<file path="src/include/spi_consts.svh">
`ifndef SPI_CONSTS_SVH
`define SPI_CONSTS_SVH

// FIFO geometry
`define SPI_FIFO_AW      4

// Register offsets on the APB bus
`define SPI_REG_TXDATA   4'h0
`define SPI_REG_RXDATA   4'h4
`define SPI_REG_STATUS   4'h8
`define SPI_REG_CTRL     4'hC

// TXDATA field, bit 8 keeps chip select low after the byte
`define SPI_TX_HOLD_CS   8

// STATUS bit positions
`define SPI_ST_TX_EMPTY  0
`define SPI_ST_TX_FULL   1
`define SPI_ST_RX_AVAIL  2
`define SPI_ST_RX_FULL   3
`define SPI_ST_BUSY      4
`define SPI_ST_OVERFLOW  5

// CTRL fields
`define SPI_CTRL_CLR_OVF 16
`define SPI_DIV_RESET    8'd1

`endif

</file>
<file path="src/verilog/spi_pkg.sv">
package spi_pkg;

  // One SPI data byte
  typedef logic [7:0] spi_byte_t;

  // Transmit FIFO entry
  typedef struct packed {
    logic      hold_cs;
    spi_byte_t data;
  } tx_entry_t;

  ////////////////////////////////////////
  // APB request and response halves
  ////////////////////////////////////////
  typedef struct packed {
    logic        psel;
    logic        penable;
    logic        pwrite;
    logic [3:0]  paddr;
    logic [31:0] pwdata;
  } apb_req_t;

  typedef struct packed {
    logic [31:0] prdata;
    logic        pready;
    logic        pslverr;
  } apb_rsp_t;

  // Pins driven by the master
  typedef struct packed {
    logic sck;
    logic mosi;
    logic cs_n;
  } spi_pins_t;

  // Flags of one FIFO
  typedef struct packed {
    logic empty;
    logic full;
  } fifo_status_t;

endpackage

</file>
<file path="src/verilog/spi_fifo.sv">
`include "spi_consts.svh"

module spi_fifo #(
  parameter type T  = spi_pkg::spi_byte_t,
  parameter int  AW = `SPI_FIFO_AW
) (
  input  logic                  clk,
  input  logic                  rst,
  input  logic                  i_push,
  input  logic                  i_pop,
  input  T                      i_data,
  output T                      o_q,
  output spi_pkg::fifo_status_t o_status
);

  localparam int DEPTH = 1 << AW;

  T              mem [DEPTH];
  logic [AW-1:0] wr_ptr;
  logic [AW-1:0] rd_ptr;
  logic [AW:0]   count;
  logic          do_push;
  logic          do_pop;

  // Requests beyond the flags are dropped here
  assign do_push = i_push && !o_status.full;
  assign do_pop  = i_pop && !o_status.empty;

  assign o_status.empty = (count == '0);
  assign o_status.full  = (count == DEPTH[AW:0]);
  assign o_q            = mem[rd_ptr];

  always_ff @(posedge clk or posedge rst) begin
    if (rst) begin
      wr_ptr <= '0;
      rd_ptr <= '0;
      count  <= '0;
    end else begin
      if (do_push) wr_ptr <= wr_ptr + 1'b1;
      if (do_pop) rd_ptr <= rd_ptr + 1'b1;
      if (do_push && !do_pop) count <= count + 1'b1;
      else if (do_pop && !do_push) count <= count - 1'b1;
    end
  end

  // Storage
  always_ff @(posedge clk) begin
    if (do_push) mem[wr_ptr] <= i_data;
  end

  a_count_bound : assert property (@(posedge clk) disable iff (rst) count <= DEPTH);
  // Pointer distance tracks the fill level
  a_ptr_count : assert property (@(posedge clk) disable iff (rst)
    (wr_ptr - rd_ptr) == count[AW-1:0]);

endmodule

</file>
<file path="src/verilog/spi_apb_decode.sv">
`include "spi_consts.svh"

module spi_apb_decode (
  input  logic                  clk,
  input  logic                  rst,
  input  spi_pkg::apb_req_t     i_apb,
  output spi_pkg::apb_rsp_t     o_apb,
  output logic                  o_tx_push,
  output spi_pkg::tx_entry_t    o_tx_entry,
  input  spi_pkg::fifo_status_t i_tx_status,
  output logic                  o_rx_pop,
  input  spi_pkg::spi_byte_t    i_rx_q,
  input  spi_pkg::fifo_status_t i_rx_status,
  input  logic                  i_busy,
  input  logic                  i_overflow,
  output logic [7:0]            o_div,
  output logic                  o_clr_ovf
);

  import spi_pkg::*;

  logic        wr_acc;
  logic        rd_acc;
  logic        sel_tx;
  logic        sel_rx;
  logic        sel_st;
  logic        sel_ctrl;
  logic        unmapped;
  logic [31:0] status_word;
  spi_byte_t   div_q;

  ////////////////////////////////////////
  // Access cycle decode
  ////////////////////////////////////////
  assign wr_acc   = i_apb.psel && i_apb.penable && i_apb.pwrite;
  assign rd_acc   = i_apb.psel && i_apb.penable && !i_apb.pwrite;
  assign sel_tx   = (i_apb.paddr == `SPI_REG_TXDATA);
  assign sel_rx   = (i_apb.paddr == `SPI_REG_RXDATA);
  assign sel_st   = (i_apb.paddr == `SPI_REG_STATUS);
  assign sel_ctrl = (i_apb.paddr == `SPI_REG_CTRL);
  assign unmapped = !(sel_tx || sel_rx || sel_st || sel_ctrl);

  // FIFO strobes, guarded by the flags
  assign o_tx_push          = wr_acc && sel_tx && !i_tx_status.full;
  assign o_tx_entry.data    = i_apb.pwdata[7:0];
  assign o_tx_entry.hold_cs = i_apb.pwdata[`SPI_TX_HOLD_CS];
  assign o_rx_pop           = rd_acc && sel_rx && !i_rx_status.empty;
  assign o_clr_ovf          = wr_acc && sel_ctrl && i_apb.pwdata[`SPI_CTRL_CLR_OVF];

  // Divider in CTRL[7:0]
  always_ff @(posedge clk or posedge rst) begin
    if (rst) begin
      div_q <= `SPI_DIV_RESET;
    end else if (wr_acc && sel_ctrl) begin
      div_q <= i_apb.pwdata[7:0];
    end
  end
  assign o_div = div_q;

  always_comb begin
    status_word                    = '0;
    status_word[`SPI_ST_TX_EMPTY]  = i_tx_status.empty;
    status_word[`SPI_ST_TX_FULL]   = i_tx_status.full;
    status_word[`SPI_ST_RX_AVAIL]  = !i_rx_status.empty;
    status_word[`SPI_ST_RX_FULL]   = i_rx_status.full;
    status_word[`SPI_ST_BUSY]      = i_busy;
    status_word[`SPI_ST_OVERFLOW]  = i_overflow;
  end

  // Read mux, zero latency
  always_comb begin
    o_apb.prdata = '0;
    if (sel_rx && !i_rx_status.empty) o_apb.prdata = {24'b0, i_rx_q};
    if (sel_st) o_apb.prdata = status_word;
    if (sel_ctrl) o_apb.prdata = {24'b0, div_q};
  end

  assign o_apb.pready  = 1'b1;
  assign o_apb.pslverr = (i_apb.psel && i_apb.penable && unmapped) ||
                         (wr_acc && sel_tx && i_tx_status.full) ||
                         (rd_acc && sel_rx && i_rx_status.empty);

  // A setup phase is always followed by its own access phase
  a_apb_access : assert property (@(posedge clk) disable iff (rst)
    (i_apb.psel && !i_apb.penable) |=>
      (i_apb.psel && i_apb.penable && $stable(i_apb.paddr) && $stable(i_apb.pwrite)));

endmodule

</file>
<file path="src/verilog/spi_shift_engine.sv">
module spi_shift_engine (
  input  logic                  clk,
  input  logic                  rst,
  input  spi_pkg::tx_entry_t    i_tx_q,
  input  spi_pkg::fifo_status_t i_tx_status,
  output logic                  o_tx_pop,
  input  logic [7:0]            i_div,
  input  logic                  i_miso,
  output spi_pkg::spi_pins_t    o_spi,
  output logic                  o_busy,
  output logic                  o_rx_valid,
  output spi_pkg::spi_byte_t    o_rx_byte
);

  import spi_pkg::*;

  typedef enum logic [1:0] {
    ST_IDLE,
    ST_SHIFT,
    ST_GAP
  } state_t;

  state_t    state;
  logic [7:0] div_cnt;
  logic [2:0] bit_cnt;
  logic      phase;
  logic      cs_n_q;
  logic      mosi_q;
  logic      hold_q;
  spi_byte_t tx_sh;
  spi_byte_t rx_sh;
  logic      half_end;
  logic      rise;
  logic      fall;
  logic      byte_end;
  logic      load;

  ////////////////////////////////////////
  // Bit timing strobes
  ////////////////////////////////////////
  assign half_end = (div_cnt >= i_div);
  assign rise     = (state == ST_SHIFT) && !phase && half_end;
  assign fall     = (state == ST_SHIFT) && phase && half_end;
  assign byte_end = fall && (bit_cnt == 3'd7);
  // Start from idle, or chain straight on when chip select is held
  assign load = ((state == ST_IDLE) || (byte_end && hold_q)) && !i_tx_status.empty;

  always_ff @(posedge clk or posedge rst) begin
    if (rst) begin
      state    <= ST_IDLE;
      div_cnt  <= '0;
      bit_cnt  <= '0;
      phase    <= 1'b0;
      cs_n_q   <= 1'b1;
      mosi_q   <= 1'b0;
      hold_q   <= 1'b0;
      o_tx_pop <= 1'b0;
    end else begin
      o_tx_pop <= 1'b0;
      if (load) begin
        state    <= ST_SHIFT;
        div_cnt  <= '0;
        bit_cnt  <= '0;
        phase    <= 1'b0;
        cs_n_q   <= 1'b0;
        mosi_q   <= i_tx_q.data[7];
        hold_q   <= i_tx_q.hold_cs;
        o_tx_pop <= 1'b1;
      end else if (state == ST_SHIFT) begin
        div_cnt <= half_end ? '0 : div_cnt + 1'b1;
        if (half_end) phase <= ~phase;
        if (byte_end) begin
          // Held frame with nothing queued parks with cs_n low
          state  <= hold_q ? ST_IDLE : ST_GAP;
          cs_n_q <= hold_q ? 1'b0 : 1'b1;
        end else if (fall) begin
          bit_cnt <= bit_cnt + 1'b1;
          mosi_q  <= tx_sh[6];
        end
      end else if (state == ST_GAP) begin
        div_cnt <= half_end ? '0 : div_cnt + 1'b1;
        if (half_end) state <= ST_IDLE;
      end
    end
  end

  // Shift registers, MOSI out MSB first and MISO in on the rising edge
  always_ff @(posedge clk) begin
    if (load) tx_sh <= i_tx_q.data;
    else if (fall) tx_sh <= {tx_sh[6:0], 1'b0};
    if (rise) rx_sh <= {rx_sh[6:0], i_miso};
  end

  assign o_spi.sck  = phase;
  assign o_spi.mosi = mosi_q;
  assign o_spi.cs_n = cs_n_q;
  assign o_busy     = (state != ST_IDLE);
  // Last cycle of bit 7, all eight samples already in
  assign o_rx_valid = byte_end;
  assign o_rx_byte  = rx_sh;

  a_cs_while_shift : assert property (@(posedge clk) disable iff (rst)
    (state == ST_SHIFT) |-> !o_spi.cs_n);
  a_sck_idle_low : assert property (@(posedge clk) disable iff (rst)
    o_spi.cs_n |-> !o_spi.sck);

endmodule

</file>
<file path="src/verilog/spi_rx_result.sv">
module spi_rx_result (
  input  logic                  clk,
  input  logic                  rst,
  input  logic                  i_rx_valid,
  input  spi_pkg::spi_byte_t    i_rx_byte,
  input  spi_pkg::fifo_status_t i_rx_status,
  input  logic                  i_clr_ovf,
  output logic                  o_push,
  output spi_pkg::spi_byte_t    o_data,
  output logic                  o_overflow
);

  import spi_pkg::*;

  logic      valid_q;
  spi_byte_t data_q;

  always_ff @(posedge clk or posedge rst) begin
    if (rst) begin
      valid_q    <= 1'b0;
      o_overflow <= 1'b0;
    end else begin
      valid_q <= i_rx_valid;
      // A drop in the same cycle as a clear still counts
      if (valid_q && i_rx_status.full) o_overflow <= 1'b1;
      else if (i_clr_ovf) o_overflow <= 1'b0;
    end
  end

  // Captured byte
  always_ff @(posedge clk) begin
    if (i_rx_valid) data_q <= i_rx_byte;
  end

  // Full FIFO never stalls the engine
  assign o_push = valid_q && !i_rx_status.full;
  assign o_data = data_q;

endmodule

</file>
<file path="src/verilog/spi_apb_top.sv">
module spi_apb_top (
  input  logic               clk,
  input  logic               rst,
  input  spi_pkg::apb_req_t  i_apb,
  output spi_pkg::apb_rsp_t  o_apb,
  output spi_pkg::spi_pins_t o_spi,
  input  logic               i_miso
);

  import spi_pkg::*;

  logic         tx_push;
  logic         tx_pop;
  tx_entry_t    tx_entry;
  tx_entry_t    tx_q;
  fifo_status_t tx_status;
  logic         rx_pop;
  logic         rx_push;
  spi_byte_t    rx_data;
  spi_byte_t    rx_q;
  fifo_status_t rx_status;
  logic         rx_valid;
  spi_byte_t    rx_byte;
  logic         busy;
  logic         overflow;
  logic         clr_ovf;
  logic [7:0]   div;

  ////////////////////////////////////////
  // FIFOs
  ////////////////////////////////////////
  spi_fifo #(.T(tx_entry_t)) u_tx_fifo (
    .clk(clk), .rst(rst), .i_push(tx_push), .i_pop(tx_pop),
    .i_data(tx_entry), .o_q(tx_q), .o_status(tx_status)
  );

  spi_fifo #(.T(spi_byte_t)) u_rx_fifo (
    .clk(clk), .rst(rst), .i_push(rx_push), .i_pop(rx_pop),
    .i_data(rx_data), .o_q(rx_q), .o_status(rx_status)
  );

  // Register block, shifter and receive capture
  spi_apb_decode u_decode (
    .clk(clk), .rst(rst), .i_apb(i_apb), .o_apb(o_apb),
    .o_tx_push(tx_push), .o_tx_entry(tx_entry), .i_tx_status(tx_status),
    .o_rx_pop(rx_pop), .i_rx_q(rx_q), .i_rx_status(rx_status),
    .i_busy(busy), .i_overflow(overflow), .o_div(div), .o_clr_ovf(clr_ovf)
  );

  spi_shift_engine u_engine (
    .clk(clk), .rst(rst), .i_tx_q(tx_q), .i_tx_status(tx_status),
    .o_tx_pop(tx_pop), .i_div(div), .i_miso(i_miso), .o_spi(o_spi),
    .o_busy(busy), .o_rx_valid(rx_valid), .o_rx_byte(rx_byte)
  );

  spi_rx_result u_result (
    .clk(clk), .rst(rst), .i_rx_valid(rx_valid), .i_rx_byte(rx_byte),
    .i_rx_status(rx_status), .i_clr_ovf(clr_ovf), .o_push(rx_push),
    .o_data(rx_data), .o_overflow(overflow)
  );

endmodule

</file>
<file path="config.mk">
export PLATFORM = sky130hd
export DESIGN_NAME = spi_apb_top
export DESIGN_NICKNAME = d
export VERILOG_FILES = /design/src/verilog/spi_pkg.sv /design/src/verilog/spi_fifo.sv /design/src/verilog/spi_apb_decode.sv /design/src/verilog/spi_shift_engine.sv /design/src/verilog/spi_rx_result.sv /design/src/verilog/spi_apb_top.sv
export VERILOG_INCLUDE_DIRS = /design/src /design/src/include
export SDC_FILE = /design/constraint.sdc
export NUM_CORES = 1
export LEC_CHECK = 0
export BUFFER_PORTS_ARGS = -buffer_cell sky130_fd_sc_hd__buf_2
export CAP_MARGIN = 0
export CORE_AREA = 4 4 242 244
export CTS_CLUSTER_DIAMETER = 30
export DETAILED_ROUTE_END_ITERATION = 6
export DIE_AREA = 0 0 246 248
export HOLD_SLACK_MARGIN = 0.06
export SLEW_MARGIN = 20
export SYNTH_ARGS = -nofsm -noshare
export SYNTH_HDL_FRONTEND = slang
export SYNTH_SLANG_ARGS = --single-unit
</file>
<file path="constraint.sdc">
create_clock -name clk -period 3.1 [get_ports clk]
set_input_delay 0.62 -clock clk [delete_from_list [all_inputs] [get_ports clk]]
set_output_delay 0.62 -clock clk [all_outputs]
set_load 0.05 [all_outputs]
</file>
==> results of run 1 <==
-- cells by family (layout without fill, tap and decap cells) --
| kind of cell | after synthesis | in the layout | synth area share |
|---|---|---|---|
| compound gates | 73 | 73 | 0.03090 |
| buf+inv | 90 | 236 | 0.03323 |
| fa+ha+maj | 33 | 33 | 0.02944 |
| flops | 349 | 349 | 0.7026 |
| simple gates | 139 | 139 | 0.04674 |
| other cells | 2 | 25 | 0.0005167 |
| xor+xnor | 24 | 24 | 0.01446 |
| mux | 102 | 102 | 0.1421 |
-- worst min path at each step --
| stage | start | endpoint | slack [ns] | cells after the start |
|---|---|---|---|---|
| finish | rst | u_rx_fifo.wr_ptr[3] | 0.11 | 2 |
| global route | rst | u_rx_fifo.count[4] | 0.15 | 2 |
| CTS | rst | u_rx_fifo.wr_ptr[3] | 0.11 | 2 |
| detailed placement | u_engine.o_rx_byte[7] | u_result.o_data[7] | 0.41 | 0 |
| global placement | u_engine.o_rx_byte[7] | u_result.o_data[7] | 0.40 | 0 |
| floorplan | u_engine.o_rx_byte[7] | u_result.o_data[7] | 0.40 | 0 |
-- cells in the final DEF (no fill, tap or decap), types with 25 or more instances in the layout --
cell / count
mux4_2: 82
conb_1: 25
nor2_1: 33
clkbuf_16: 57
edfxtp_1: 295
nand2_1: 43
ha_1: 31
buf_4: 63
inv_1: 28
dfrtp_1: 50
-- final cells by class --
type	instances	area, µm²
flip-flops and latches	349	10210
inverters	29	108.9
well taps	756	945.9
clock buffers	59	1433
clock inverters	44	636.9
fillers	5356	38100
multi-input cells	396	3961
repair buffers	104	882.1
-- routing by layer --
metal / vias up / wire length [µm] / GRT usage
met5: - / 0 / 0
met4: 0 / 506 / 0.02853
met3: 49 / 1236 / 0.01999
met2: 154 / 14540 / 0.1641
met1: 3871 / 12760 / 0.1252
li1: 3390 / - / -
-- through the flow --
| step | area (µm²) | setup slack, ns | cells | utilization | hold WS [ns] |
|---|---|---|---|---|---|
| 2_1_floorplan | 14620 | 0.07349 | 835 | - | 0.4003 |
| 6_report | 18180 | -0.2778 | 1737 | 0.3231 | 0.1096 |
| 5_1_grt | 18180 | -0.3352 | 1737 | 0.3231 | 0.1527 |
| 4_1_cts | 18090 | -0.3157 | 1734 | 0.3214 | 0.1073 |
| 3_5_place_dp | 15900 | 0.03928 | 1627 | 0.2825 | 0.4052 |
| 3_3_place_gp | 15900 | 0.06284 | 1627 | 0.2825 | 0.4030 |
-- power by group through the flow --
stage	Clock [µW]	Combinational [µW]	Sequential, µW
4_1_cts	6890	662	5290
3_3_place_gp	0	633	5380
3_5_place_dp	0	653	5380
5_1_grt	7130	747	5310
2_1_floorplan	0	511	5350
6_report	6740	654	5300
-- sequential cells by signal (all words and copies together), names as in the netlist, 4 cells and up --
| register | cells |
|---|---|
| u_tx_fifo.count | 5 |
| u_tx_fifo.rd_ptr | 4 |
| u_rx_fifo.count | 5 |
| u_engine.o_rx_byte | 8 |
| u_rx_fifo.rd_ptr | 4 |
| u_engine.div_cnt | 8 |
| u_engine.tx_sh | 7 |
| u_rx_fifo.wr_ptr | 4 |
| u_decode.o_div | 8 |
| u_tx_fifo.wr_ptr | 4 |
| u_rx_fifo.mem | 128 |
| u_tx_fifo.mem | 144 |
| u_result.o_data | 8 |
-- timing repair --
| item | 4_1_cts | 5_1_grt |
|---|---|---|
| setup endpoints to repair | 8 | 11 |
| gates resized for setup | 19 | 14 |
| hold endpoints to repair | 0 | 0 |
| cloned | 1 | 1 |
| pin swaps | 1 | 0 |
| setup buffers | 3 | 2 |
==> impl_metrics.csv, run 1 <==
group,metric,value,unit
critical_path,crit_type,"reg -> out",
synthesis,async_flop_share,0.1547,
power,p_int,9851,µW
synthesis,ys_seq_area_frac,0.7026,
floorplanning,die_area,0.06101,mm²
power,power_frac_seq,0.417,
layout,nets,1011,
synthesis,ys_ff_latch,349,
route,vias,7464,
global_routing,grt_usage,0.09651,
layout,layout-drive-gt1-share,0.3242,
clock_tree,cts_tree,"done",
global_routing,grt_antenna_before_repair,0,
power,p_comb_frac,0.051,
route,ant_nets,0,
synthesis,synthesis.area,0.01454,mm²
timing,setup_violations,8,
worst_hold_path,hold_path_class,"in -> async",
place,gp_congestion,0.7794,
critical_path,crit_path_end_kind,"output port",
synthesis,yosys.area.top_type,"edfxtp_1",
timing,hold_viol,0,
critical_path,worstRegToRegCells,11,
floorplanning,die_h,248,µm
power,p_leak,0.006348,µW
synthesis,synth_top_cell_area_share,0.6095,
clock_tree,postCtsHoldBufs,0,
critical_path,cp_max_fo,5,
place,io_buffers,31,
clock_tree,clockRootBuffer,"clkbuf_16",
layout,area_growth,25.09,%
timing,max_slew_margin,0.4025,
synthesis,synthDistinctLibCells,51,
synthesis,ys.flop_type,"edfxtp_1",
critical_path,max_stage_delay,0.52,ns
timing,period_needed,3.378,ns
timing,tightest_slew,0.8943,ns
power,p_total,12690,µW
floorplanning,dieWidth,246,µm
critical_path,worstPathArrival,2.76,ns
place,dp_hpwl,19.69,mm
critical_path,timing.critical_path.buf_inv,3,
route,drtIter0Drc,516,
critical_path,r2r_end,"u_tx_fifo.count[4]",
floorplanning,initial_core_util,0.2583,
synthesis,netlist_instances,812,
clock_tree,cts_buffers,56,
floorplanning,core_area,0.05628,mm²
global_routing,grt_max_degree,32,
route,post_drt_wl_per_cell,16.72,µm
critical_path,required,2.48,ns
timing,period_share,1.090,
clock_tree,clockBufferDepth,3,
route,vias_per_cell,4.297,
critical_path,critical_path_depth,7,
global_routing,grt_pass1_vias,7865,
power,pwr_density_cell,698.1,mW/mm²
timing,fmaxAchievable,0.2961,GHz
critical_path,critPathTopFamily,"multiplexers",
critical_path,r2r_setup_slack,0.29,ns
synthesis,avgSynthCellArea,17.90,µm²
power,p_sw_frac,0.2239,
power,power_switching,2842,µW
critical_path,crit_path_start_kind,"flip-flop",
clock_tree,cts_sinks,349,
global_routing,grt.overflow.total,0,
critical_path,cp-endpoint,"o_apb[3]",
critical_path,r2r_start,"u_tx_fifo.count[1]",
timing,slew_violations,0,
route,wl,29.05,mm
synthesis,synthTopCellsByArea,"edfxtp_1, mux4_2, dfrtp_1, ha_1, buf_4",
timing,finClkSkew,0.02207,ns
power,pwr-share-clk,0.531,
timing,fin_tns_setup,-1.823,ns
power,ir_drop,528.6,µV
synthesis,synthTopCellsByCount,"edfxtp_1, mux4_2, dfrtp_1",
floorplanning,num_rows,87,
timing,setup_slack,-0.2778,ns
job,max_cap_viol_count,0,
floorplanning,io-pin-count,79,
route,drc,0,
critical_path,crit_chain,"buf_4 -> buf_16 -> mux4_2 -> mux4_2 -> a22oi_1 -> a31oi_1 -> buf_4",
outcome,outcome,"finished with violations",
synthesis,ys_warn_count,0,
clock_tree,clk-insertion-delay-late,0.58,ns
clock_tree,htree_levels,2,
synthesis,synth_edf_count,295,
timing,rsz0062_at_grt,"true",
clock_tree,clk_pin_slew,0.05,ns
critical_path,critPathLaunch,"u_rx_fifo.rd_ptr[0]",
global_routing,grt_pass1_wl,46.11,mm
critical_path,cp_slowest_cell,"mux4_2",
synthesis,yosysMostFrequentCell,"edfxtp_1",
layout,antenna_cells,0,
route,dr.pass1.iters,5,
outcome,violations,"negative setup slack",
(Power assumes the default switching activity.)
==> run 2: changes to the inputs <==
--- a/config.mk
+++ b/config.mk
@@ -17,3 +17,4 @@
 export SYNTH_ARGS = -nofsm -noshare
 export SYNTH_HDL_FRONTEND = slang
 export SYNTH_SLANG_ARGS = --single-unit
+export TNS_END_PERCENT = 50
==> run 2 against run 1 <==
  * The run still ends with negative setup slack left
  * Register-to-register slack about the same
  * Hold slack improved by 0.00066 ns
  * Core utilization about the same
  * Clock skew about the same
  * Wire length decreased by 0.25%
  * Cell count about the same
  * Die area unchanged
  * Setup slack about the same
  * Largest cell class unchanged
==> impl_metrics.csv, run 2 (same netlist as run 1, synthesis figures left out) <==
group,metric,value,unit
outcome,outcome,"finished with violations",
outcome,violations,"negative setup slack",
critical_path,crit_type,"reg -> out",
global_routing,grt_usage,0.09651,
layout,regArea,0.01021,mm²
floorplanning,initial_core_util,0.2583,
timing,rsz0062_at_grt,"true",
critical_path,worstRegToRegCells,11,
floorplanning,die_area,0.06101,mm²
timing,finClkSkew,0.02246,ns
critical_path,critPathTopFamily,"multiplexers",
floorplanning,die_h,248,µm
timing,max_slew_margin,0.3938,
layout,multi_input_area,0.003961,mm²
place,gp_congestion,0.7794,
power,p_leak,0.006338,µW
layout,regMostFlops,"u_tx_fifo.mem",
clock_tree,cts_tree,"done",
critical_path,max_stage_delay,0.53,ns
power,pwr_density_cell,698.9,mW/mm²
layout,reg_top3,"u_tx_fifo.mem (144), u_rx_fifo.mem (128)",
floorplanning,core_area,0.05628,mm²
layout,n_fill_cell,5358,
place,io_buffers,31,
critical_path,r2r_end,"u_tx_fifo.count[4]",
route,wl,28.98,mm
route,post_drt_wl_per_cell,16.69,µm
route,drtIter0Drc,455,
route,drc,0,
route,vias,7411,
layout,layout-drive-gt1-share,0.3235,
critical_path,timing.critical_path.buf_inv,3,
critical_path,required,2.48,ns
route,ant_nets,0,
clock_tree,clockRootBuffer,"clkbuf_16",
layout,nets,1010,
job,max_cap_viol_count,0,
clock_tree,cts_buffers,56,
timing,setup_violations,8,
power,ir_drop,527.3,µV
clock_tree,clk_pin_slew,0.05,ns
clock_tree,htree_levels,2,
critical_path,cp_max_fo,9,
timing,setup_slack,-0.2782,ns
timing,fin_tns_setup,-1.853,ns
critical_path,critical_path_depth,7,
layout,antenna_cells,0,
timing,tightest_slew,0.9075,ns
layout,final_cell_mix,"edfxtp_1, mux4_2, buf_4, clkbuf_16, dfrtp_1",
place,placed_area,0.01590,mm²
power,p_total,12690,µW
critical_path,cp-endpoint,"o_apb[3]",
clock_tree,cts_sinks,349,
place,dp_hpwl,19.69,mm
layout,utilization,0.3226,
critical_path,crit_path_end_kind,"output port",
timing,fmaxAchievable,0.2960,GHz
floorplanning,io-pin-count,79,
critical_path,worstPathArrival,2.76,ns
critical_path,cp_slowest_cell,"mux4_2",
critical_path,crit_chain,"buf_4 -> buf_16 -> mux4_2 -> mux4_2 -> a22oi_1 -> a31oi_1 -> buf_4",
critical_path,critPathLaunch,"u_rx_fifo.rd_ptr[0]",
global_routing,grt_antenna_before_repair,0,
global_routing,grt_pass1_vias,7865,
worst_hold_path,hold_path_class,"in -> async",
timing,period_needed,3.378,ns
floorplanning,num_rows,87,
critical_path,r2r_start,"u_tx_fifo.count[1]",
clock_tree,clockBufferDepth,3,
route,vias_per_cell,4.269,
global_routing,grt_pass1_wl,46.11,mm
layout,design_area,0.01816,mm²
clock_tree,clk-insertion-delay-late,0.58,ns
global_routing,grt_max_degree,32,
critical_path,crit_path_start_kind,"flip-flop",
layout,area_growth,24.92,%
timing,slew_violations,0,
critical_path,r2r_setup_slack,0.29,ns
layout,final_common_cell,"edfxtp_1",
timing,hold_viol,0,
route,dr.pass1.iters,5,
timing,period_share,1.090,
global_routing,grt.overflow.total,0,
floorplanning,dieWidth,246,µm
clock_tree,postCtsHoldBufs,0,
layout,largest_register_ffs,144,
-- run 2: cell types whose count changed in the layout (fill, tap and decap cells not counted) --
cell       before  now
clkbuf_16      57   56
-- run 2: layer usage --
layer  vias to the layer above  track usage  part of all wire
met4                         0      0.02853             0.017
met3                        49      0.01999             0.043
met2                       140       0.1641              0.50
li1                       3386            -                 -
met1                      3836       0.1252              0.44
met5                         -            0                 0
-- run 2: final cells by class --
cell class                 count  area share
sequential                   349      0.5626
multi-input combinational    396      0.2182
clock buffer                  59     0.07890
tap                          756     0.05209
timing repair buffer         103     0.04720
clock inverter                44     0.03507
inverter                      29    0.005995
-- run 2: report_power, final --
| group | total, µW | switching [µW] | internal (µW) |
|---|---|---|---|
| logic | 654 | 408 | 246 |
| registers | 5300 | 112 | 5190 |
| clock network | 6740 | 2320 | 4420 |
| total | 12700 | 2840 | 9850 |
-- run 2: timing repair --
item                                    4_1_cts  5_1_grt
pin swaps                                     1        0
gates resized for setup                      19       14
buffers inserted                              3        2
endpoints found under the setup margin        8       11
cloned                                        1        0
hold endpoints to repair                      0        0
-- run 2: how the worst min path moves through the flow --
| stage | startpoint | endpoint | depth (start not counted) |
|---|---|---|---|
| after detailed placement | u_engine.o_rx_byte[7] | u_result.o_data[7] | 0 |
| after CTS | rst | u_rx_fifo.wr_ptr[3] | 2 |
| after global placement | u_engine.o_rx_byte[7] | u_result.o_data[7] | 0 |
| after floorplan | u_engine.o_rx_byte[7] | u_result.o_data[7] | 0 |
| after global routing | rst | u_rx_fifo.count[4] | 2 |
| final | rst | u_rx_fifo.wr_ptr[3] | 2 |
-- run 2: worst reg2reg max path: cells and delay by family (launching register included) --
family | cells | cell delay [ns]
AOI/OAI and AO/OA | 2 | 0.35
xor gates and xnor gates | 2 | 0.29
adders and majority gates | 2 | 0.61
DFF | 1 | 0.43
buffers and inverters | 1 | 0.10
and+or+nand+nor | 4 | 0.93
-- run 2: metrics by stage --
| stage | cells | setup WS (ns) | hold WS, ns |
|---|---|---|---|
| global route | 1736 | -0.3405 | 0.1527 |
| CTS | 1734 | -0.3157 | 0.1073 |
| floorplan | 835 | 0.07349 | 0.4003 |
| finish | 1736 | -0.2782 | 0.1102 |
| detailed placement | 1627 | 0.03928 | 0.4052 |
| global placement | 1627 | 0.06284 | 0.4030 |
